`config.mk`:
```
export PLATFORM = sky130hd
export DESIGN_NAME = weight_load_slave
export DESIGN_NICKNAME = d
export VERILOG_FILES = /design/src/hdl/lstm_weight_pkg.sv /design/src/hdl/axi_map_pkg.sv /design/src/hdl/weight_load_slave.sv
export SDC_FILE = /design/constraint.sdc
export NUM_CORES = 1
export LEC_CHECK = 0
export ABC_CLOCK_PERIOD_IN_PS = 1800
export BUFFER_PORTS_ARGS = -buffer_cell sky130_fd_sc_hd__buf_2
export CAP_MARGIN = 20
export CORE_MARGIN = 5
export CORE_UTILIZATION = 27
export DETAILED_ROUTE_END_ITERATION = 7
export HOLD_SLACK_MARGIN = 0.08
export PLACE_DENSITY = 0.78
export SYNTH_ARGS = -nofsm -noshare
export SYNTH_HDL_FRONTEND = slang
export SYNTH_SLANG_ARGS = --single-unit
```
`constraint.sdc`:
```
create_clock -name clk -period 1.8 [get_ports clk]
set_clock_uncertainty 0.2 [all_clocks]
set_input_delay 0.27 -clock clk [delete_from_list [all_inputs] [get_ports clk]]
set_output_delay 0.27 -clock clk [all_outputs]
set_load 0.01 [all_outputs]
```
`src/hdl/lstm_weight_pkg.sv`:
```
package lstm_weight_pkg;

	// Lane format, 18-bit fixed point
	localparam int WEIGHT_W = 18;

	// Lanes presented per bank line
	localparam int LANES = 9;

	// Input sub-blocks per weight row
	localparam int COLS = 42;

	// Weight rows
	localparam int ROWS = 64;

	localparam int DEPTH = COLS * ROWS;
	localparam int INDEX_W = $clog2(DEPTH);
	localparam int LANE_W = $clog2(LANES);

	// Input, forget, output and cell activation gates, in that order
	localparam int GATES = 4;

	// Bank number is gate * 2 + part, part 0 real and part 1 imaginary
	localparam int BANKS = GATES * 2;

endpackage

```
`src/hdl/axi_map_pkg.sv`:
```
package axi_map_pkg;

	localparam int AXI_ADDR_W = 32;
	localparam int AXI_DATA_W = 32;

	localparam logic [1:0] RESP_OKAY = 2'b00;
	localparam logic [1:0] RESP_SLVERR = 2'b10;

	// Register numbers in the control region
	localparam logic [3:0] REG_CTRL = 4'd0;
	localparam logic [3:0] REG_STATUS = 4'd1;

	// CTRL bit positions
	localparam int CTRL_RUN = 0;
	localparam int CTRL_REWIND = 1;

	// Weight region, bit 21 clear
	typedef struct packed {
		logic [9:0] reserved;
		logic region;
		logic [1:0] gate;
		logic part;
		logic [11:0] index;
		logic [3:0] lane;
		logic [1:0] byte_off;
	} weight_addr_t;

	// Control region, bit 21 set
	typedef struct packed {
		logic [9:0] reserved_hi;
		logic region;
		logic [14:0] reserved_lo;
		logic [3:0] reg_num;
		logic [1:0] byte_off;
	} ctrl_addr_t;

	typedef union packed {
		weight_addr_t weight;
		ctrl_addr_t ctrl;
	} axi_addr_u;

endpackage

```
`src/hdl/weight_load_slave.sv`:
```
`timescale 1ns/1ps

module weight_load_slave (
	input  logic clk,
	input  logic reset,
	input  logic [axi_map_pkg::AXI_ADDR_W-1:0] awaddr,
	input  logic awvalid,
	output logic awready,
	input  logic [axi_map_pkg::AXI_DATA_W-1:0] wdata,
	input  logic wvalid,
	output logic wready,
	output logic [1:0] bresp,
	output logic bvalid,
	input  logic bready,
	input  logic [axi_map_pkg::AXI_ADDR_W-1:0] araddr,
	input  logic arvalid,
	output logic arready,
	output logic [axi_map_pkg::AXI_DATA_W-1:0] rdata,
	output logic [1:0] rresp,
	output logic rvalid,
	input  logic rready,
	input  logic [5:0] col,
	input  logic [5:0] row,
	output logic run,
	output logic rewind,
	output logic [lstm_weight_pkg::BANKS-1:0] bank_we,
	output logic [lstm_weight_pkg::INDEX_W-1:0] wr_index,
	output logic [lstm_weight_pkg::LANE_W-1:0] wr_lane,
	output logic [lstm_weight_pkg::WEIGHT_W-1:0] wr_data
);
	import lstm_weight_pkg::*;
	import axi_map_pkg::*;

	localparam logic [1:0] IDLE = 2'd0;
	localparam logic [1:0] WRITE_RESP = 2'd1;
	localparam logic [1:0] READ_RESP = 2'd2;

	logic [1:0] state;
	axi_addr_u aw_addr;
	axi_addr_u ar_addr;
	logic wr_hs;
	logic rd_hs;
	logic wr_weight_ok;
	logic wr_ctrl_ok;
	logic rd_status;
	logic rd_ctrl;
	logic [AXI_DATA_W-1:0] rd_word;

	assign aw_addr = awaddr;
	assign ar_addr = araddr;

	// Writes win over a read arriving together
	assign wr_hs = (state == IDLE) && awvalid && wvalid;
	assign rd_hs = (state == IDLE) && arvalid && !(awvalid && wvalid);

	assign awready = wr_hs;
	assign wready = wr_hs;
	assign arready = rd_hs;
	assign bvalid = (state == WRITE_RESP);
	assign rvalid = (state == READ_RESP);

	assign wr_weight_ok = !aw_addr.weight.region
		&& (aw_addr.weight.lane < LANES)
		&& (aw_addr.weight.index < DEPTH);
	assign wr_ctrl_ok = aw_addr.ctrl.region && (aw_addr.ctrl.reg_num == REG_CTRL);

	assign wr_index = aw_addr.weight.index;
	assign wr_lane = aw_addr.weight.lane;
	assign wr_data = wdata[WEIGHT_W-1:0];
	assign rewind = wr_hs && wr_ctrl_ok && wdata[CTRL_REWIND];

	// Gate and part select the bank
	always_comb begin
		bank_we = '0;
		if (wr_hs && wr_weight_ok) begin
			bank_we[{aw_addr.weight.gate, aw_addr.weight.part}] = 1'b1;
		end
	end

	assign rd_status = ar_addr.ctrl.region && (ar_addr.ctrl.reg_num == REG_STATUS);
	assign rd_ctrl = ar_addr.ctrl.region && (ar_addr.ctrl.reg_num == REG_CTRL);

	always_comb begin
		rd_word = '0;
		if (rd_status) begin
			rd_word[5:0] = col;
			rd_word[13:8] = row;
		end else if (rd_ctrl) begin
			rd_word[CTRL_RUN] = run;
		end
	end

	always_ff @(posedge clk) begin
		if (reset) begin
			state <= IDLE;
			run <= 1'b0;
		end else begin
			case (state)
				IDLE: begin
					if (wr_hs) begin
						state <= WRITE_RESP;
						if (wr_ctrl_ok) begin
							run <= wdata[CTRL_RUN];
						end
					end else if (rd_hs) begin
						state <= READ_RESP;
					end
				end
				WRITE_RESP: begin
					if (bready) begin
						state <= IDLE;
					end
				end
				READ_RESP: begin
					if (rready) begin
						state <= IDLE;
					end
				end
				default: begin
					state <= IDLE;
				end
			endcase
		end
	end

	// Response payload, captured at the address handshake
	always_ff @(posedge clk) begin
		if (wr_hs) begin
			bresp <= (wr_weight_ok || wr_ctrl_ok) ? RESP_OKAY : RESP_SLVERR;
		end
		if (rd_hs) begin
			rresp <= (rd_status || rd_ctrl) ? RESP_OKAY : RESP_SLVERR;
			rdata <= rd_word;
		end
	end

	bvalid_hold_a: assert property (
		@(posedge clk) disable iff (reset)
		bvalid && !bready |=> bvalid && $stable(bresp)
	);

	rvalid_hold_a: assert property (
		@(posedge clk) disable iff (reset)
		rvalid && !rready |=> rvalid && $stable(rresp) && $stable(rdata)
	);

	bank_we_onehot_a: assert property (
		@(posedge clk) disable iff (reset)
		$onehot0(bank_we)
	);

endmodule

```
==> Implementation_results.wiki <==
{| class="wikitable"
! Metric !! Value
|-
| End point of the critical path || bank_we[1]
|-
| Leakage power total || a little under 0.8 nW
|-
| Adder-cell area share of the yosys netlist || 0%
|-
| Ranking of synthesized cells by area || sky130_fd_sc_hd__buf_4, sky130_fd_sc_hd__edfxtp_1, sky130_fd_sc_hd__and2_1, sky130_fd_sc_hd__dfxtp_1, sky130_fd_sc_hd__nand2b_1
|-
| Min-Delay Path Class || input pin to register
|-
| Share of synthesized area spent on multiplexers || 1.50%
|-
| Placed wire-length estimate after detailed placement || 2.76 mm
|-
| Clock transition at the registers of the reported paths || 0.06 ns
|-
| Launch instance of the worst register-to-register path || state[0]
|-
| Post-route DRC violation count || 0
|-
| Launching element type of the critical path || register
|-
| Total clock buffers created by CTS || 3
|-
| Violated checks || negative setup slack
|-
| Filler cell count || 510
|-
| Violation count after the first detailed-routing iteration || 24
|-
| Cell with the largest stage delay on the worst path || sky130_fd_sc_hd__or4b_1
|-
| Most numerous cell in the Yosys netlist || sky130_fd_sc_hd__buf_4
|-
| Netlist area before placement || 1330 µm²
|-
| Shortest period the worst path allows || 2.06 ns
|-
| Cell taking the most area after synthesis || sky130_fd_sc_hd__buf_4
|-
| Clock sink count || 17
|-
| Crit. End Element || primary output
|-
| TritonCTS clock tree || yes
|-
| Top-level port count || 200
|-
| Remaining global-route overflow || 0
|-
| Area of the placeable core || 4750 µm²
|-
| Site row count || 25
|-
| Total placed cells including tap cells || 248
|-
| Final-layout worst hold slack || 0.0896 ns
|-
| Buffers on Ports || 78
|-
| First-pass GRT wire length || 4.44 mm
|-
| Power per cell area || about 600 nW/µm²
|-
| Effective utilization at floorplan || 28.0%
|-
| Number of enable flip-flop cells after synthesis || 14
|-
| Xor and xnor fraction of the mapped netlist area || 0%
|-
| Width of the die || between 80 and 90 µm
|-
| Critical path cell sequence || nand4bb_4, or4b_1, nor3_2, buf_2
|-
| Crit Path Class || register to primary output
|-
| Worst-case reg-to-reg path depth || 6
|-
| Vias in the first global route || between 800 and 900
|-
| Number of H-tree levels || 1
|-
| Most used DFF post-synth || sky130_fd_sc_hd__edfxtp_1
|-
| Outcome || finished, violations left
|-
| CTS Buffer Depth || 2
|-
| Peak ir drop on the vdd network || 0.000302 V
|-
| Initial DRT Pass Iterations || 4
|-
| Min-Delay Startpoint || rready
|-
| Number of flip-flops and latches in the synthesized netlist || 17
|-
| Global placement routability congestion || 0.660
|-
| FF/Latch Area || 482 µm²
|-
| Fmax || between 400 and 500 MHz
|-
| Final Max Slew Viols || 0
|-
| Period utilisation layout || 114%
|-
| Final hold violation count || 0
|-
| Start point of the critical path || state[0]
|-
| Floorplan die height || ~80 µm
|-
| Largest net degree at the start of global routing || 14
|-
| Number of antenna violations at the first check in global routing || 0
|-
| Cell type group with the largest total delay on the critical path || simple AND/OR/NAND/NOR gates
|-
| Clk_lat worst skew || approximately 0.24 ns
|-
| Master cell of the clock root buffer || sky130_fd_sc_hd__clkbuf_8
|-
| Arrival time at the worst endpoint || roughly 1.6 ns
|-
| Delay of the slowest cell on the worst path || 0.50 ns
|-
| Critical register-to-register path endpoint || run
|-
| Share of the synthesized area in the top cell type || 32.1%
|-
| Area growth from synthesis to layout || 19.9%
|-
| Number of standard cells in the final layout excluding fillers || 255
|-
| Post-layout net count || 304
|-
| Unique masters post-synth || 30
|-
| Critical path depth || 4
|-
| Pwr Total || roughly 0.95 mW
|-
| Worst EP required || 1.33 ns
|-
| Gr usage total || 8.94%
|-
| Wire length reported by the detailed router || around 3.3 mm
|-
| Final setup viols || 9
|-
| Top cells by instance count after synthesis || sky130_fd_sc_hd__buf_4, sky130_fd_sc_hd__edfxtp_1, sky130_fd_sc_hd__and2_1
|-
| Main combinational cell family by area after synthesis || buffers and inverters
|-
| Reported max-cap violation count || 0
|-
| Antenna violation net count after detailed routing || 0
|-
| Worst path bufs/invs || 1
|-
| Mean instance size in the synthesized netlist || 9.87 µm²
|-
| Unrepaired setup endpoints after global routing || true
|-
| Antenna cell count || 0
|-
| Synthesized-area fraction occupied by ao, oa, aoi and oai cells || 3.29%
|-
| Min setup slack post-route || -0.256 ns
|-
| Fin util || between 30% and 40%
|-
| Seq/Total Area, Yosys || 36.1%
|-
| Share of flip-flops with an asynchronous set or reset after synthesis || 0%
|-
| Post-detailed-route wirelength per cell || 12.9 µm
|-
| Via count || 992
|-
| Drt via density || 3.89
|-
| Synthesized-area fraction occupied by and/or/nand/nor cells || 23.8%
|-
| Dpl ws || -0.184 ns
|-
| Count of yosys warnings during synthesis || 0
|-
| Area enclosed by the die boundary || ~6400 µm²
|-
| Area of the multi-input gates || 507 µm²
|-
| Max Fanout on Critical Path || 5
|-
| Gate count after technology mapping || ~140
|-
| Reg-to-reg slack, setup || 0.23 ns
|-
| Proportion of layout cells with a drive suffix above 1 || a little over half
|}
-- where the power goes --
group | internal, mW | switching (mW) | total [mW] | leakage (nW)
logic | 0.0989 | 0.124 | 0.223 | 0.596
clock network | 0.153 | 0.122 | 0.276 | 0.0255
registers | 0.449 | 0.00551 | 0.455 | 0.156
-- final cells by class --
| cell class | instances | area share, % |
|---|---|---|
| clock buffers | 3 | 2.58 |
| well taps | 67 | 5.25 |
| inverters | 2 | 0.470 |
| repair buffers | 88 | 29.5 |
| clock inverters | 1 | 0.313 |
| flip-flops and latches | 17 | 30.1 |
| multi-input cells | 77 | 31.7 |
-- layout by cell type, fill, tap and decap left out, drive strengths merged --
cell type	count
dfxtp	3
dlygate4sd3	1
or3	1
a21o	2
or4b	3
edfxtp	14
clkinv	1
nand3b	4
nand3	1
and2b	1
o22a	1
conb	22
nand4bb	1
clkbuf	3
nor2	3
inv	2
buf	87
a21oi	1
o21a	2
or4	1
mux2i	2
nor3	5
a211oi	1
nor4	5
and2	12
nor2b	1
nand2b	5
nand2	3
-- worst min-delay path: stages --
cell and delay [ns]:
sky130_fd_sc_hd__buf_2 0.07, sky130_fd_sc_hd__nand2b_1 0.09, sky130_fd_sc_hd__a211oi_1 0.06
-- sequential cells by signal, indices dropped and copies added, names as in the netlist --
name,flops
rdata,12
bresp,1
rresp,1
run,1
state,2
-- metrics by stage --
step | cell area [µm²] | setup TNS (ns)
3_5_place_dp | 1490 | -1.14
6_report | 1600 | -1.38
2_1_floorplan | 1420 | -0.331
4_1_cts | 1600 | -1.47
3_3_place_gp | 1490 | -0.958
5_1_grt | 1600 | -2.09
-- worst min path at each step --
| stage | to | slack [ns] | cells past startpoint |
|---|---|---|---|
| after floorplan | state[0] | 0.14 | 1 |
| after global placement | run | 0.28 | 2 |
| after detailed placement | state[0] | 0.31 | 2 |
| after CTS | state[1] | 0.08 | 3 |
| after global routing | state[1] | 0.09 | 3 |
| final | state[1] | 0.09 | 3 |
-- repair_timing --
item                       in CTS  in global routing
hold endpoints to repair        2                  0
hold buffers                    1                  0
setup buffers                   1                  0
setup endpoints to repair       9                 11
pin swaps                       2                  1
resized for setup               8                  1
cloned                          1                  0
-- per-layer routing --
| layer | vias to the layer above | global-route usage [%] | wire length (µm) |
|---|---|---|---|
| met5 | - | 0 | 0 |
| met4 | 0 | 1.86 | 33 |
| met3 | 6 | 4.71 | 515 |
| met2 | 68 | 16.0 | 1590 |
| met1 | 435 | 9.25 | 1140 |
| li1 | 483 | - | - |
-- logic make-up (layout without fill, tap and decap cells) --
group	after synthesis	in the layout
buffers and inverters	63	94
and+or+nand+nor	46	46
DFF	17	17
AOI/OAI and AO/OA	6	7
muxes	2	2
other	1	22
Note: power is estimated with default switching activity, not from simulation.
