**config.mk**
```make
export PLATFORM = sky130hd
export DESIGN_NAME = weight_index_counter
export DESIGN_NICKNAME = d
export VERILOG_FILES = /design/src/hdl/lstm_weight_pkg.sv /design/src/hdl/weight_index_counter.sv
export SDC_FILE = /design/constraint.sdc
export NUM_CORES = 1
export LEC_CHECK = 0
export BUFFER_PORTS_ARGS = -buffer_cell sky130_fd_sc_hd__buf_2
export CAP_MARGIN = 20
export CORE_MARGIN = 1.5
export CORE_UTILIZATION = 40
export CTS_CLUSTER_DIAMETER = 150
export CTS_CLUSTER_SIZE = 10
export DETAILED_ROUTE_END_ITERATION = 7
export HOLD_SLACK_MARGIN = 0.06
export PLACE_DENSITY_LB_ADDON = 0.25
export SLEW_MARGIN = 25
export SYNTH_ARGS = -nofsm -noshare
export SYNTH_HDL_FRONTEND = slang
export SYNTH_SLANG_ARGS = --single-unit
```
**constraint.sdc**
```tcl
create_clock -name clk -period 1.6 [get_ports clk]
set_input_delay 0.16 -clock clk [delete_from_list [all_inputs] [get_ports clk]]
set_output_delay 0.16 -clock clk [all_outputs]
set_load 0.01 [all_outputs]
```
**src/hdl/lstm_weight_pkg.sv**
```systemverilog
package lstm_weight_pkg;

	// Lane format, 18-bit fixed point
	localparam int WEIGHT_W = 18;

	// Lanes presented per bank line
	localparam int LANES = 9;

	// Input sub-blocks per weight row
	localparam int COLS = 42;

	// Weight rows
	localparam int ROWS = 64;

	localparam int DEPTH = COLS * ROWS;
	localparam int INDEX_W = $clog2(DEPTH);
	localparam int LANE_W = $clog2(LANES);

	// Input, forget, output and cell activation gates, in that order
	localparam int GATES = 4;

	// Bank number is gate * 2 + part, part 0 real and part 1 imaginary
	localparam int BANKS = GATES * 2;

endpackage

```
**src/hdl/weight_index_counter.sv**
```systemverilog
`timescale 1ns/1ps

module weight_index_counter (
	input  logic clk,
	input  logic reset,
	input  logic run,
	input  logic rewind,
	input  logic incr_index,
	output logic [5:0] col,
	output logic [5:0] row,
	output logic [lstm_weight_pkg::INDEX_W-1:0] rd_index
);
	import lstm_weight_pkg::*;

	logic step;
	logic col_wrap;
	logic row_wrap;

	assign step = run && incr_index;
	assign col_wrap = (col == COLS - 1);
	assign row_wrap = (row == ROWS - 1);

	always_ff @(posedge clk) begin
		if (reset || rewind) begin
			col <= '0;
			row <= '0;
			rd_index <= '0;
		end else if (step) begin
			if (col_wrap) begin
				col <= '0;
				if (row_wrap) begin
					row <= '0;
				end else begin
					row <= row + 6'd1;
				end
			end else begin
				col <= col + 6'd1;
			end
			// Running sum instead of row * COLS + col
			if (col_wrap && row_wrap) begin
				rd_index <= '0;
			end else begin
				rd_index <= rd_index + 1'b1;
			end
		end
	end

	col_range_a: assert property (
		@(posedge clk) disable iff (reset)
		col < COLS
	);

	row_range_a: assert property (
		@(posedge clk) disable iff (reset)
		row < ROWS
	);

	// Running sum stays in step with the two counters
	index_sum_a: assert property (
		@(posedge clk) disable iff (reset)
		int'(rd_index) == int'(row) * COLS + int'(col)
	);

endmodule

```
==> insert_results.sql, run 1 <==
INSERT INTO impl_metrics (metric_group, metric, value, unit) VALUES
('finish', 'post_route_cells_drive_above_1_share', '0.282', ''),
('power', 'worst_ir_drop_vdd', '0.000836', 'V'),
('detailed_routing', 'postRouteWirelength', '2.35', 'mm'),
('yosys', 'part_of_the_yosys_area_used_for_sequential_elements', '0.436', ''),
('worst_setup_path', 'cp-end-kind', 'flop', ''),
('floorplanning', 'design.die.area', '0.00308', 'sq mm'),
('worst_setup_path', 'timing.critical_path.cells', 'ha_1 > nand2_1 > or4_1 > a21oi_1', ''),
('global_route', 'total_global_routing_track_utilization', '0.160', ''),
('finish', 'insertedDiodeCount', '0', ''),
('worst_setup_path', 'r2r_cells', '4', ''),
('sta', 'final_max_slew_viol_count', '0', ''),
('floorplanning', 'std_cell_rows', '18', ''),
('yosys', 'synth_cells', '126', ''),
('sta', 'post-route-period-util', '0.954', ''),
('sta', 'timing.final.hold_violations', '0', ''),
('placement', 'hpwlAfterDp', '1.76', 'mm'),
('finish', 'area_growth', '25.0', '%'),
('yosys', 'synth-warning-count', '0', ''),
('outcome', 'status', 'finished, final reports clean', ''),
('worst_hold_path', 'hold_class', 'primary input to flop', ''),
('placement', 'place.gp.congestion', '0.794', ''),
('sta', 'final.min_clock_period', '1530', 'ps'),
('sta', 'rsz0062_at_grt', 'false', ''),
('floorplanning', 'die_w', '55.5', 'microns'),
('detailed_routing', 'drt_iter0_markers', '25', ''),
('yosys', 'post_synth_main_area_contributors', 'sky130_fd_sc_hd__dfxtp_1 44%, sky130_fd_sc_hd__xor2_1 10%, sky130_fd_sc_hd__nor2_1 8.5%', ''),
('yosys', 'syn-mean-instance-area', '8.75', 'sq um'),
('sta', 'fmaxAchievable', '655', 'MHz'),
('detailed_routing', 'num_vias', '982', ''),
('worst_setup_path', 'crit-reg2reg-launch', 'rd_index[1]$_SDFFE_PP0P_', ''),
('sta', 'skew', '9.34', 'ps'),
('global_route', 'grt_pass1_vias', '879', ''),
('power', 'power.static_leakage', '0.605', 'nW'),
('sta', 'setup_violations', '0', ''),
('cts', 'tritoncts', 'built', ''),
('worst_setup_path', 'criticalPathCategory', 'flop to flop', ''),
('finish', 'number_of_nets_at_the_end_of_the_flow', '173', ''),
('detailed_routing', 'postRouteAntennaNets', '0', ''),
('finish', 'layout_common_cells', '28 x sky130_fd_sc_hd__buf_2, 25 x sky130_fd_sc_hd__nor2_1, 23 x sky130_fd_sc_hd__dfxtp_1', ''),
('cts', 'clock_tree.buffer_depth', '2', ''),
('worst_setup_path', 'r2r_slack', '70', 'ps'),
('global_route', 'grt_remaining_overflow', '0', ''),
('cts', 'htree_levels', '1', ''),
('floorplanning', 'num_io_pins', '29', ''),
('yosys', 'ys_seq_elements', '24', ''),
('finish', 'final-seq-area', '482', 'sq um'),
('worst_setup_path', 'crit_required', '1860', 'ps'),
('finish', 'layout_commonest_cell', 'sky130_fd_sc_hd__buf_2', ''),
('detailed_routing', 'routed_via_density', '5.09', ''),
('worst_setup_path', 'critical-path-slowest-cell', 'sky130_fd_sc_hd__or4_1', ''),
('yosys', 'post-synth-top-area-fraction', '0.436', ''),
('worst_hold_path', 'timing.hold.worst_endpoint', 'rd_index[0]$_SDFFE_PP0P_', ''),
('cts', 'clk_latency', '320', 'ps'),
('yosys', 'synthesis.nets', '135', ''),
('worst_setup_path', 'cp_data_arrival_time', '1790', 'ps'),
('detailed_routing', 'detail_route.first_pass.iterations', '3', ''),
('job', 'maxCapViolations', '0', ''),
('yosys', 'ys_types', '28', ''),
('global_route', 'grt_first_pass_wirelength', '3.93', 'mm'),
('worst_setup_path', 'worst-path-max-fanout', '5', ''),
('detailed_routing', 'drt-wirelength-per-cell', '12.2', 'microns'),
('floorplanning', 'die_h', '55.5', 'microns'),
('worst_setup_path', 'worstSetupStartpointType', 'flop', ''),
('finish', 'num-fill-cells', '245', ''),
('floorplanning', 'design.core.area', '0.00254', 'sq mm'),
('worst_setup_path', 'destination_of_the_worst_register_to_register_timing_path', 'rd_index[10]$_SDFFE_PP0P_', ''),
('finish', 'final_util', '0.541', ''),
('detailed_routing', 'remaining_drc_errors', '0', ''),
('cts', 'clockRootBuffer', 'sky130_fd_sc_hd__clkbuf_4', ''),
('global_route', 'grt_antenna_before_repair', '0', ''),
('cts', 'cts_inserted_buffers', '3', '');
[final cells by class]
class                      count  area share
timing repair buffer          35       0.140
clock buffer                   3      0.0163
sequential                    24       0.350
tap                           30      0.0272
inverter                       2     0.00545
multi-input combinational     98       0.440
clock inverter                 1      0.0218
[power breakdown]
| part | internal (mW) | switching (mW) |
|---|---|---|
| clock | 0.253 | 0.186 |
| sequential | 0.601 | 0.00219 |
| combinational | 0.0187 | 0.0298 |
| total | 0.872 | 0.218 |
[worst max-delay path: cells and delay by family, from the launching register on]
kind                       cells  cell delay [ps]
and+or+nand+nor                2              630
DFF                            1              430
adders and majority gates      1              270
AOI/OAI and AO/OA              1              150
[through the flow]
stage | total power [mW] | instances | hold slack (ps) | instance area, sq um | worst slack [ps]
final | 1.09 | 193 | 165 | 1380 | 73.4
after floorplan | 0.641 | 126 | 369 | 1100 | 72.8
after CTS | 1.10 | 193 | 159 | 1380 | 69.4
after detailed placement | 0.664 | 189 | 487 | 1320 | 114
after global routing | 1.13 | 193 | 161 | 1380 | 1.06
after global placement | 0.663 | 189 | 480 | 1320 | 157
[flip-flops by register name (all words and copies together), names as in the netlist]
signal / cells
col: 6
rd_index: 12
row: 6
[logic make-up after synthesis]
| family | share of synthesized area |
|---|---|
| buf+inv | 0.0148 |
| simple gates | 0.312 |
| fa+ha+maj | 0.0454 |
| xor+xnor | 0.151 |
| flops | 0.436 |
| mux | 0.00908 |
| compound gates | 0.0318 |
[worst max-delay path by stage]
stage,cells after the start,end,from
after global placement,4,rd_index[10]$_SDFFE_PP0P_,rd_index[1]$_SDFFE_PP0P_
after detailed placement,4,rd_index[10]$_SDFFE_PP0P_,rd_index[1]$_SDFFE_PP0P_
after global routing,4,rd_index[10]$_SDFFE_PP0P_,rd_index[1]$_SDFFE_PP0P_
after CTS,4,rd_index[10]$_SDFFE_PP0P_,rd_index[1]$_SDFFE_PP0P_
final,4,rd_index[10]$_SDFFE_PP0P_,rd_index[1]$_SDFFE_PP0P_
after floorplan,6,rd_index[2]$_SDFFE_PP0P_,col[0]$_SDFFE_PP0P_
[cells in the mapped netlist]
| library cell | n |
|---|---|
| sky130_fd_sc_hd__a211oi_1 | 1 |
| sky130_fd_sc_hd__a21oi_1 | 3 |
| sky130_fd_sc_hd__and2_1 | 2 |
| sky130_fd_sc_hd__and2_2 | 1 |
| sky130_fd_sc_hd__and3_1 | 4 |
| sky130_fd_sc_hd__and3_2 | 1 |
| sky130_fd_sc_hd__and4_2 | 1 |
| sky130_fd_sc_hd__and4bb_2 | 1 |
| sky130_fd_sc_hd__buf_2 | 1 |
| sky130_fd_sc_hd__clkbuf_1 | 1 |
| sky130_fd_sc_hd__dfxtp_1 | 24 |
| sky130_fd_sc_hd__ha_1 | 4 |
| sky130_fd_sc_hd__inv_1 | 2 |
| sky130_fd_sc_hd__mux2i_1 | 1 |
| sky130_fd_sc_hd__nand2_1 | 12 |
| sky130_fd_sc_hd__nand3_1 | 6 |
| sky130_fd_sc_hd__nand4_1 | 8 |
| sky130_fd_sc_hd__nand4_2 | 1 |
| sky130_fd_sc_hd__nor2_1 | 25 |
| sky130_fd_sc_hd__nor3_1 | 1 |
| sky130_fd_sc_hd__nor4_1 | 2 |
| sky130_fd_sc_hd__o21ai_1 | 1 |
| sky130_fd_sc_hd__o31ai_1 | 1 |
| sky130_fd_sc_hd__or2_0 | 1 |
| sky130_fd_sc_hd__or2_2 | 1 |
| sky130_fd_sc_hd__or4_1 | 1 |
| sky130_fd_sc_hd__xnor2_1 | 6 |
| sky130_fd_sc_hd__xor2_1 | 13 |
[timing repair]
action                     in CTS  in global routing
setup endpoints to repair       0                  1
resized for setup               0                  1
hold buffers                    0                  0
[layer usage]
layer  vias to the layer above  track usage  share of wire
li1                        513            -              -
met1                       450        0.204           0.48
met2                        17        0.272           0.47
met3                         2       0.0422          0.037
met4                         0       0.0314         0.0043
met5                         -            0              0
Note: power is estimated with default switching activity, not from simulation.
==> run 2, diff against run 1 <==
Settings changed: ABC_AREA set to 1, REMOVE_ABC_BUFFERS set to 1.
Clock period 1.6 ns to 1.25 ns, I/O delays scaled along.
==> run 2 against run 1 <==
- global-route usage up 1.7 points
- combinational power is 100% higher
- routed wire length up 20%
- cell area grew 31%
- critical path type unchanged
- largest power group unchanged
==> insert_results.sql, run 2 <==
INSERT INTO impl_metrics (metric_group, metric, value, unit) VALUES
('worst_setup_path', 'worst-path-max-fanout', '7', ''),
('floorplanning', 'num_io_pins', '29', ''),
('detailed_routing', 'routed_via_density', '4.54', ''),
('yosys', 'synth_edf_count', '0', ''),
('sta', 'fmaxAchievable', '801', 'MHz'),
('placement', 'hpwlAfterDp', '2.08', 'mm'),
('cts', 'htree_levels', '1', ''),
('detailed_routing', 'drt-wirelength-per-cell', '10.4', 'microns'),
('yosys', 'post-synth-top-area-fraction', '0.376', ''),
('sta', 'setup_violations', '0', ''),
('power', 'share_comb_of_total_power', '0.075', ''),
('yosys', 'synth_cells', '175', ''),
('worst_hold_path', 'timing.hold.worst.start', 'reset', ''),
('yosys', 'synth-warning-count', '0', ''),
('worst_setup_path', 'worst_path_largest_cell_delay', '390', 'ps'),
('yosys', 'synth-async-reset-ratio', '0', ''),
('yosys', 'part_of_the_yosys_area_used_for_sequential_elements', '0.376', ''),
('power', 'seq_power_share', '0.596', ''),
('detailed_routing', 'postRouteWirelength', '2.82', 'mm'),
('cts', 'cts_inserted_buffers', '3', ''),
('finish', 'flip_flop_count_of_the_largest_register_all_copies_and_words_added', '12', ''),
('worst_setup_path', 'timing.critical_path.cells', 'ha_4 > nand3_4 > nor2_4 > nand2_4 > buf_4 > nand3_1 > nor2_1', ''),
('detailed_routing', 'num_vias', '1229', ''),
('power', 'power_report.internal_total', '0.986', 'mW'),
('power', 'power_switching', '0.308', 'mW'),
('worst_setup_path', 'worstSetupStartpointType', 'flop', ''),
('worst_setup_path', 'criticalPathCategory', 'flop to flop', ''),
('finish', 'post_route_cells_drive_above_1_share', '0.441', ''),
('cts', 'clock-sinks', '24', ''),
('finish', 'largest_registers', 'rd_index: 12 flops, col: 6 flops, row: 6 flops', ''),
('finish', 'number_of_nets_at_the_end_of_the_flow', '237', ''),
('floorplanning', 'design.core.area', '0.00305', 'sq mm'),
('global_route', 'grt_antenna_before_repair', '0', ''),
('yosys', 'netlist_top_cells_count', '35 x sky130_fd_sc_hd__nand2_1, 31 x sky130_fd_sc_hd__nor2_1, 24 x sky130_fd_sc_hd__dfxtp_1', ''),
('yosys', 'most_used_dff_post_synth', 'sky130_fd_sc_hd__dfxtp_1', ''),
('floorplanning', 'die_h', '59.5', 'microns'),
('floorplanning', 'design.die.area', '0.00354', 'sq mm'),
('power', 'power_switching_share', '0.238', ''),
('sta', 'rsz0062_at_grt', 'true', ''),
('placement', 'dp_worst_setup_slack', '-77.4', 'ps'),
('sta', 'final_max_slew_viol_count', '0', ''),
('sta', 'final.min_clock_period', '1250', 'ps'),
('yosys', 'synthMostInstantiatedCell', 'sky130_fd_sc_hd__nand2_1', ''),
('worst_hold_path', 'hold_class', 'primary input to flop', ''),
('worst_setup_path', 'critPathLaunch', 'col[0]$_SDFFE_PP0P_', ''),
('finish', 'area_growth', '40.7', '%'),
('cts', 'post_cts_hold_buffer_count', '0', ''),
('yosys', 'yosys.area.top_type', 'sky130_fd_sc_hd__dfxtp_1', ''),
('finish', 'layout_common_cells', '32 x sky130_fd_sc_hd__nand2_1, 28 x sky130_fd_sc_hd__buf_2, 24 x sky130_fd_sc_hd__nor2_1', ''),
('global_route', 'grt_remaining_overflow', '0', ''),
('outcome', 'status', 'finished, final reports clean', ''),
('floorplanning', 'die_w', '59.5', 'microns'),
('worst_setup_path', 'critical-path-slowest-cell', 'sky130_fd_sc_hd__dfxtp_2', ''),
('detailed_routing', 'drt_iter0_markers', '24', ''),
('sta', 'timing.setup.tns', '0', 'ps'),
('cts', 'tritoncts', 'built', ''),
('sta', 'post-route-period-util', '0.998', ''),
('sta', 'skew', '5.80', 'ps'),
('worst_setup_path', 'cp-end-kind', 'flop', ''),
('floorplanning', 'start_util', '0.418', ''),
('yosys', 'post_synth_main_area_contributors', 'sky130_fd_sc_hd__dfxtp_1 38%, sky130_fd_sc_hd__nand2_1 10%, sky130_fd_sc_hd__nor2_1 9.1%', ''),
('worst_setup_path', 'path_delay_family', 'simple AND/OR/NAND/NOR gates', ''),
('worst_setup_path', 'crit_required', '1490', 'ps'),
('global_route', 'grt_pass1_vias', '1082', ''),
('worst_setup_path', 'crit-reg2reg-launch', 'col[0]$_SDFFE_PP0P_', ''),
('yosys', 'syn-mean-instance-area', '7.30', 'sq um'),
('detailed_routing', 'remaining_drc_errors', '0', ''),
('cts', 'clockRootBuffer', 'sky130_fd_sc_hd__clkbuf_4', ''),
('detailed_routing', 'postRouteAntennaNets', '0', ''),
('power', 'worst_ir_drop_vdd', '0.000774', 'V'),
('worst_setup_path', 'cp_data_arrival_time', '1490', 'ps'),
('job', 'maxCapViolations', '0', ''),
('finish', 'max_flop_register', 'rd_index', ''),
('detailed_routing', 'detail_route.first_pass.iterations', '4', ''),
('cts', 'cts.reportedPaths.clkPinSlew', '140', 'ps'),
('power', 'p_per_area', '720', 'mW/mm^2'),
('sta', 'max-slew-margin-rel', '0.733', ''),
('power', 'power.static_leakage', '0.771', 'nW'),
('global_route', 'grt_first_pass_wirelength', '4.77', 'mm'),
('placement', 'numPortBuffers', '28', ''),
('yosys', 'ys_seq_elements', '24', ''),
('yosys', 'ys_types', '26', ''),
('yosys', 'synth_area', '0.00128', 'sq mm'),
('finish', 'insertedDiodeCount', '0', ''),
('sta', 'timing.final.ws_setup', '1.92', 'ps'),
('global_route', 'grt_start_max_net_pins', '14', ''),
('worst_setup_path', 'timing.critical_path.buf_inv', '1', ''),
('cts', 'clk_latency', '330', 'ps'),
('global_route', 'total_global_routing_track_utilization', '0.178', ''),
('sta', 'timing.final.hold_violations', '0', ''),
('placement', 'place.gp.congestion', '0.761', ''),
('floorplanning', 'std_cell_rows', '20', ''),
('finish', 'layout_commonest_cell', 'sky130_fd_sc_hd__nand2_1', ''),
('cts', 'clock_tree.buffer_depth', '2', ''),
('sta', 'worst_pin_slew', '399', 'ps'),
('finish', 'num-fill-cells', '313', ''),
('power', 'pwr-share-clk', '0.329', '');
run 2: path summary, 6_finish.rpt:
kind / cells past startpoint / endpoint / slack [ps]
max: 7 / col[5]$_SDFFE_PP0P_ / 2
min: 4 / rd_index[0]$_SDFFE_PP0P_ / 110
max reg2reg: 7 / col[5]$_SDFFE_PP0P_ / 2
min reg2reg: 2 / rd_index[6]$_SDFFE_PP0P_ / 540
run 2: repair_timing:
| item | CTS | global route |
|---|---|---|
| hold endpoints to repair | 0 | 0 |
| buffers inserted | 1 | 6 |
| pin swaps | 5 | 11 |
| resized for setup | 11 | 30 |
| endpoints found under the setup margin | 16 | 17 |
run 2: routing by layer:
| layer | track usage | vias to the layer above | part of all wire |
|---|---|---|---|
| li1 | - | 656 | - |
| met5 | 0 | - | 0 |
| met3 | 0.0415 | 4 | 0.043 |
| met1 | 0.249 | 546 | 0.49 |
| met2 | 0.254 | 23 | 0.44 |
| met4 | 0.0857 | 0 | 0.017 |
run 2: kinds of logic after synthesis:
| family | Yosys count | share of synthesized area |
|---|---|---|
| compound gates | 15 | 0.0607 |
| xor+xnor | 6 | 0.0411 |
| fa+ha+maj | 4 | 0.0392 |
| buf+inv | 25 | 0.0823 |
| flops | 24 | 0.376 |
| simple gates | 101 | 0.401 |
run 2: tightest hold or removal path, delay by kind of cell:
| kind | cells | cell delay [ps] |
|---|---|---|
| and+or+nand+nor | 3 | 200 |
| buffers and inverters | 1 | 100 |
run 2: power by group through the flow:
stage,sequential (mW),combinational [mW],clock (mW)
floorplan,0.791,0.0426,0
global placement,0.787,0.0779,0
detailed placement,0.787,0.0795,0
CTS,0.771,0.0823,0.441
global route,0.773,0.106,0.468
finish,0.772,0.0968,0.426
run 2: cell type report:
class | count | area [sq um] | share of cell area
repair buffers | 50 | 309 | 0.172
flip-flops and latches | 24 | 489 | 0.272
clock buffers | 4 | 36.3 | 0.0202
multi-input cells | 126 | 820 | 0.456
well taps | 44 | 55.1 | 0.0306
inverters | 23 | 88.8 | 0.0494
run 2: stage by stage:
stage | hold WS (ps) | instances | total power, mW | utilization | instance area, sq um
3_3_place_gp | 462 | 260 | 0.865 | 0.513 | 1570
4_1_cts | 102 | 265 | 1.29 | 0.540 | 1650
3_5_place_dp | 468 | 260 | 0.867 | 0.513 | 1570
2_1_floorplan | 315 | 173 | 0.833 | - | 1260
5_1_grt | 125 | 271 | 1.35 | 0.589 | 1800
6_report | 114 | 271 | 1.29 | 0.589 | 1800
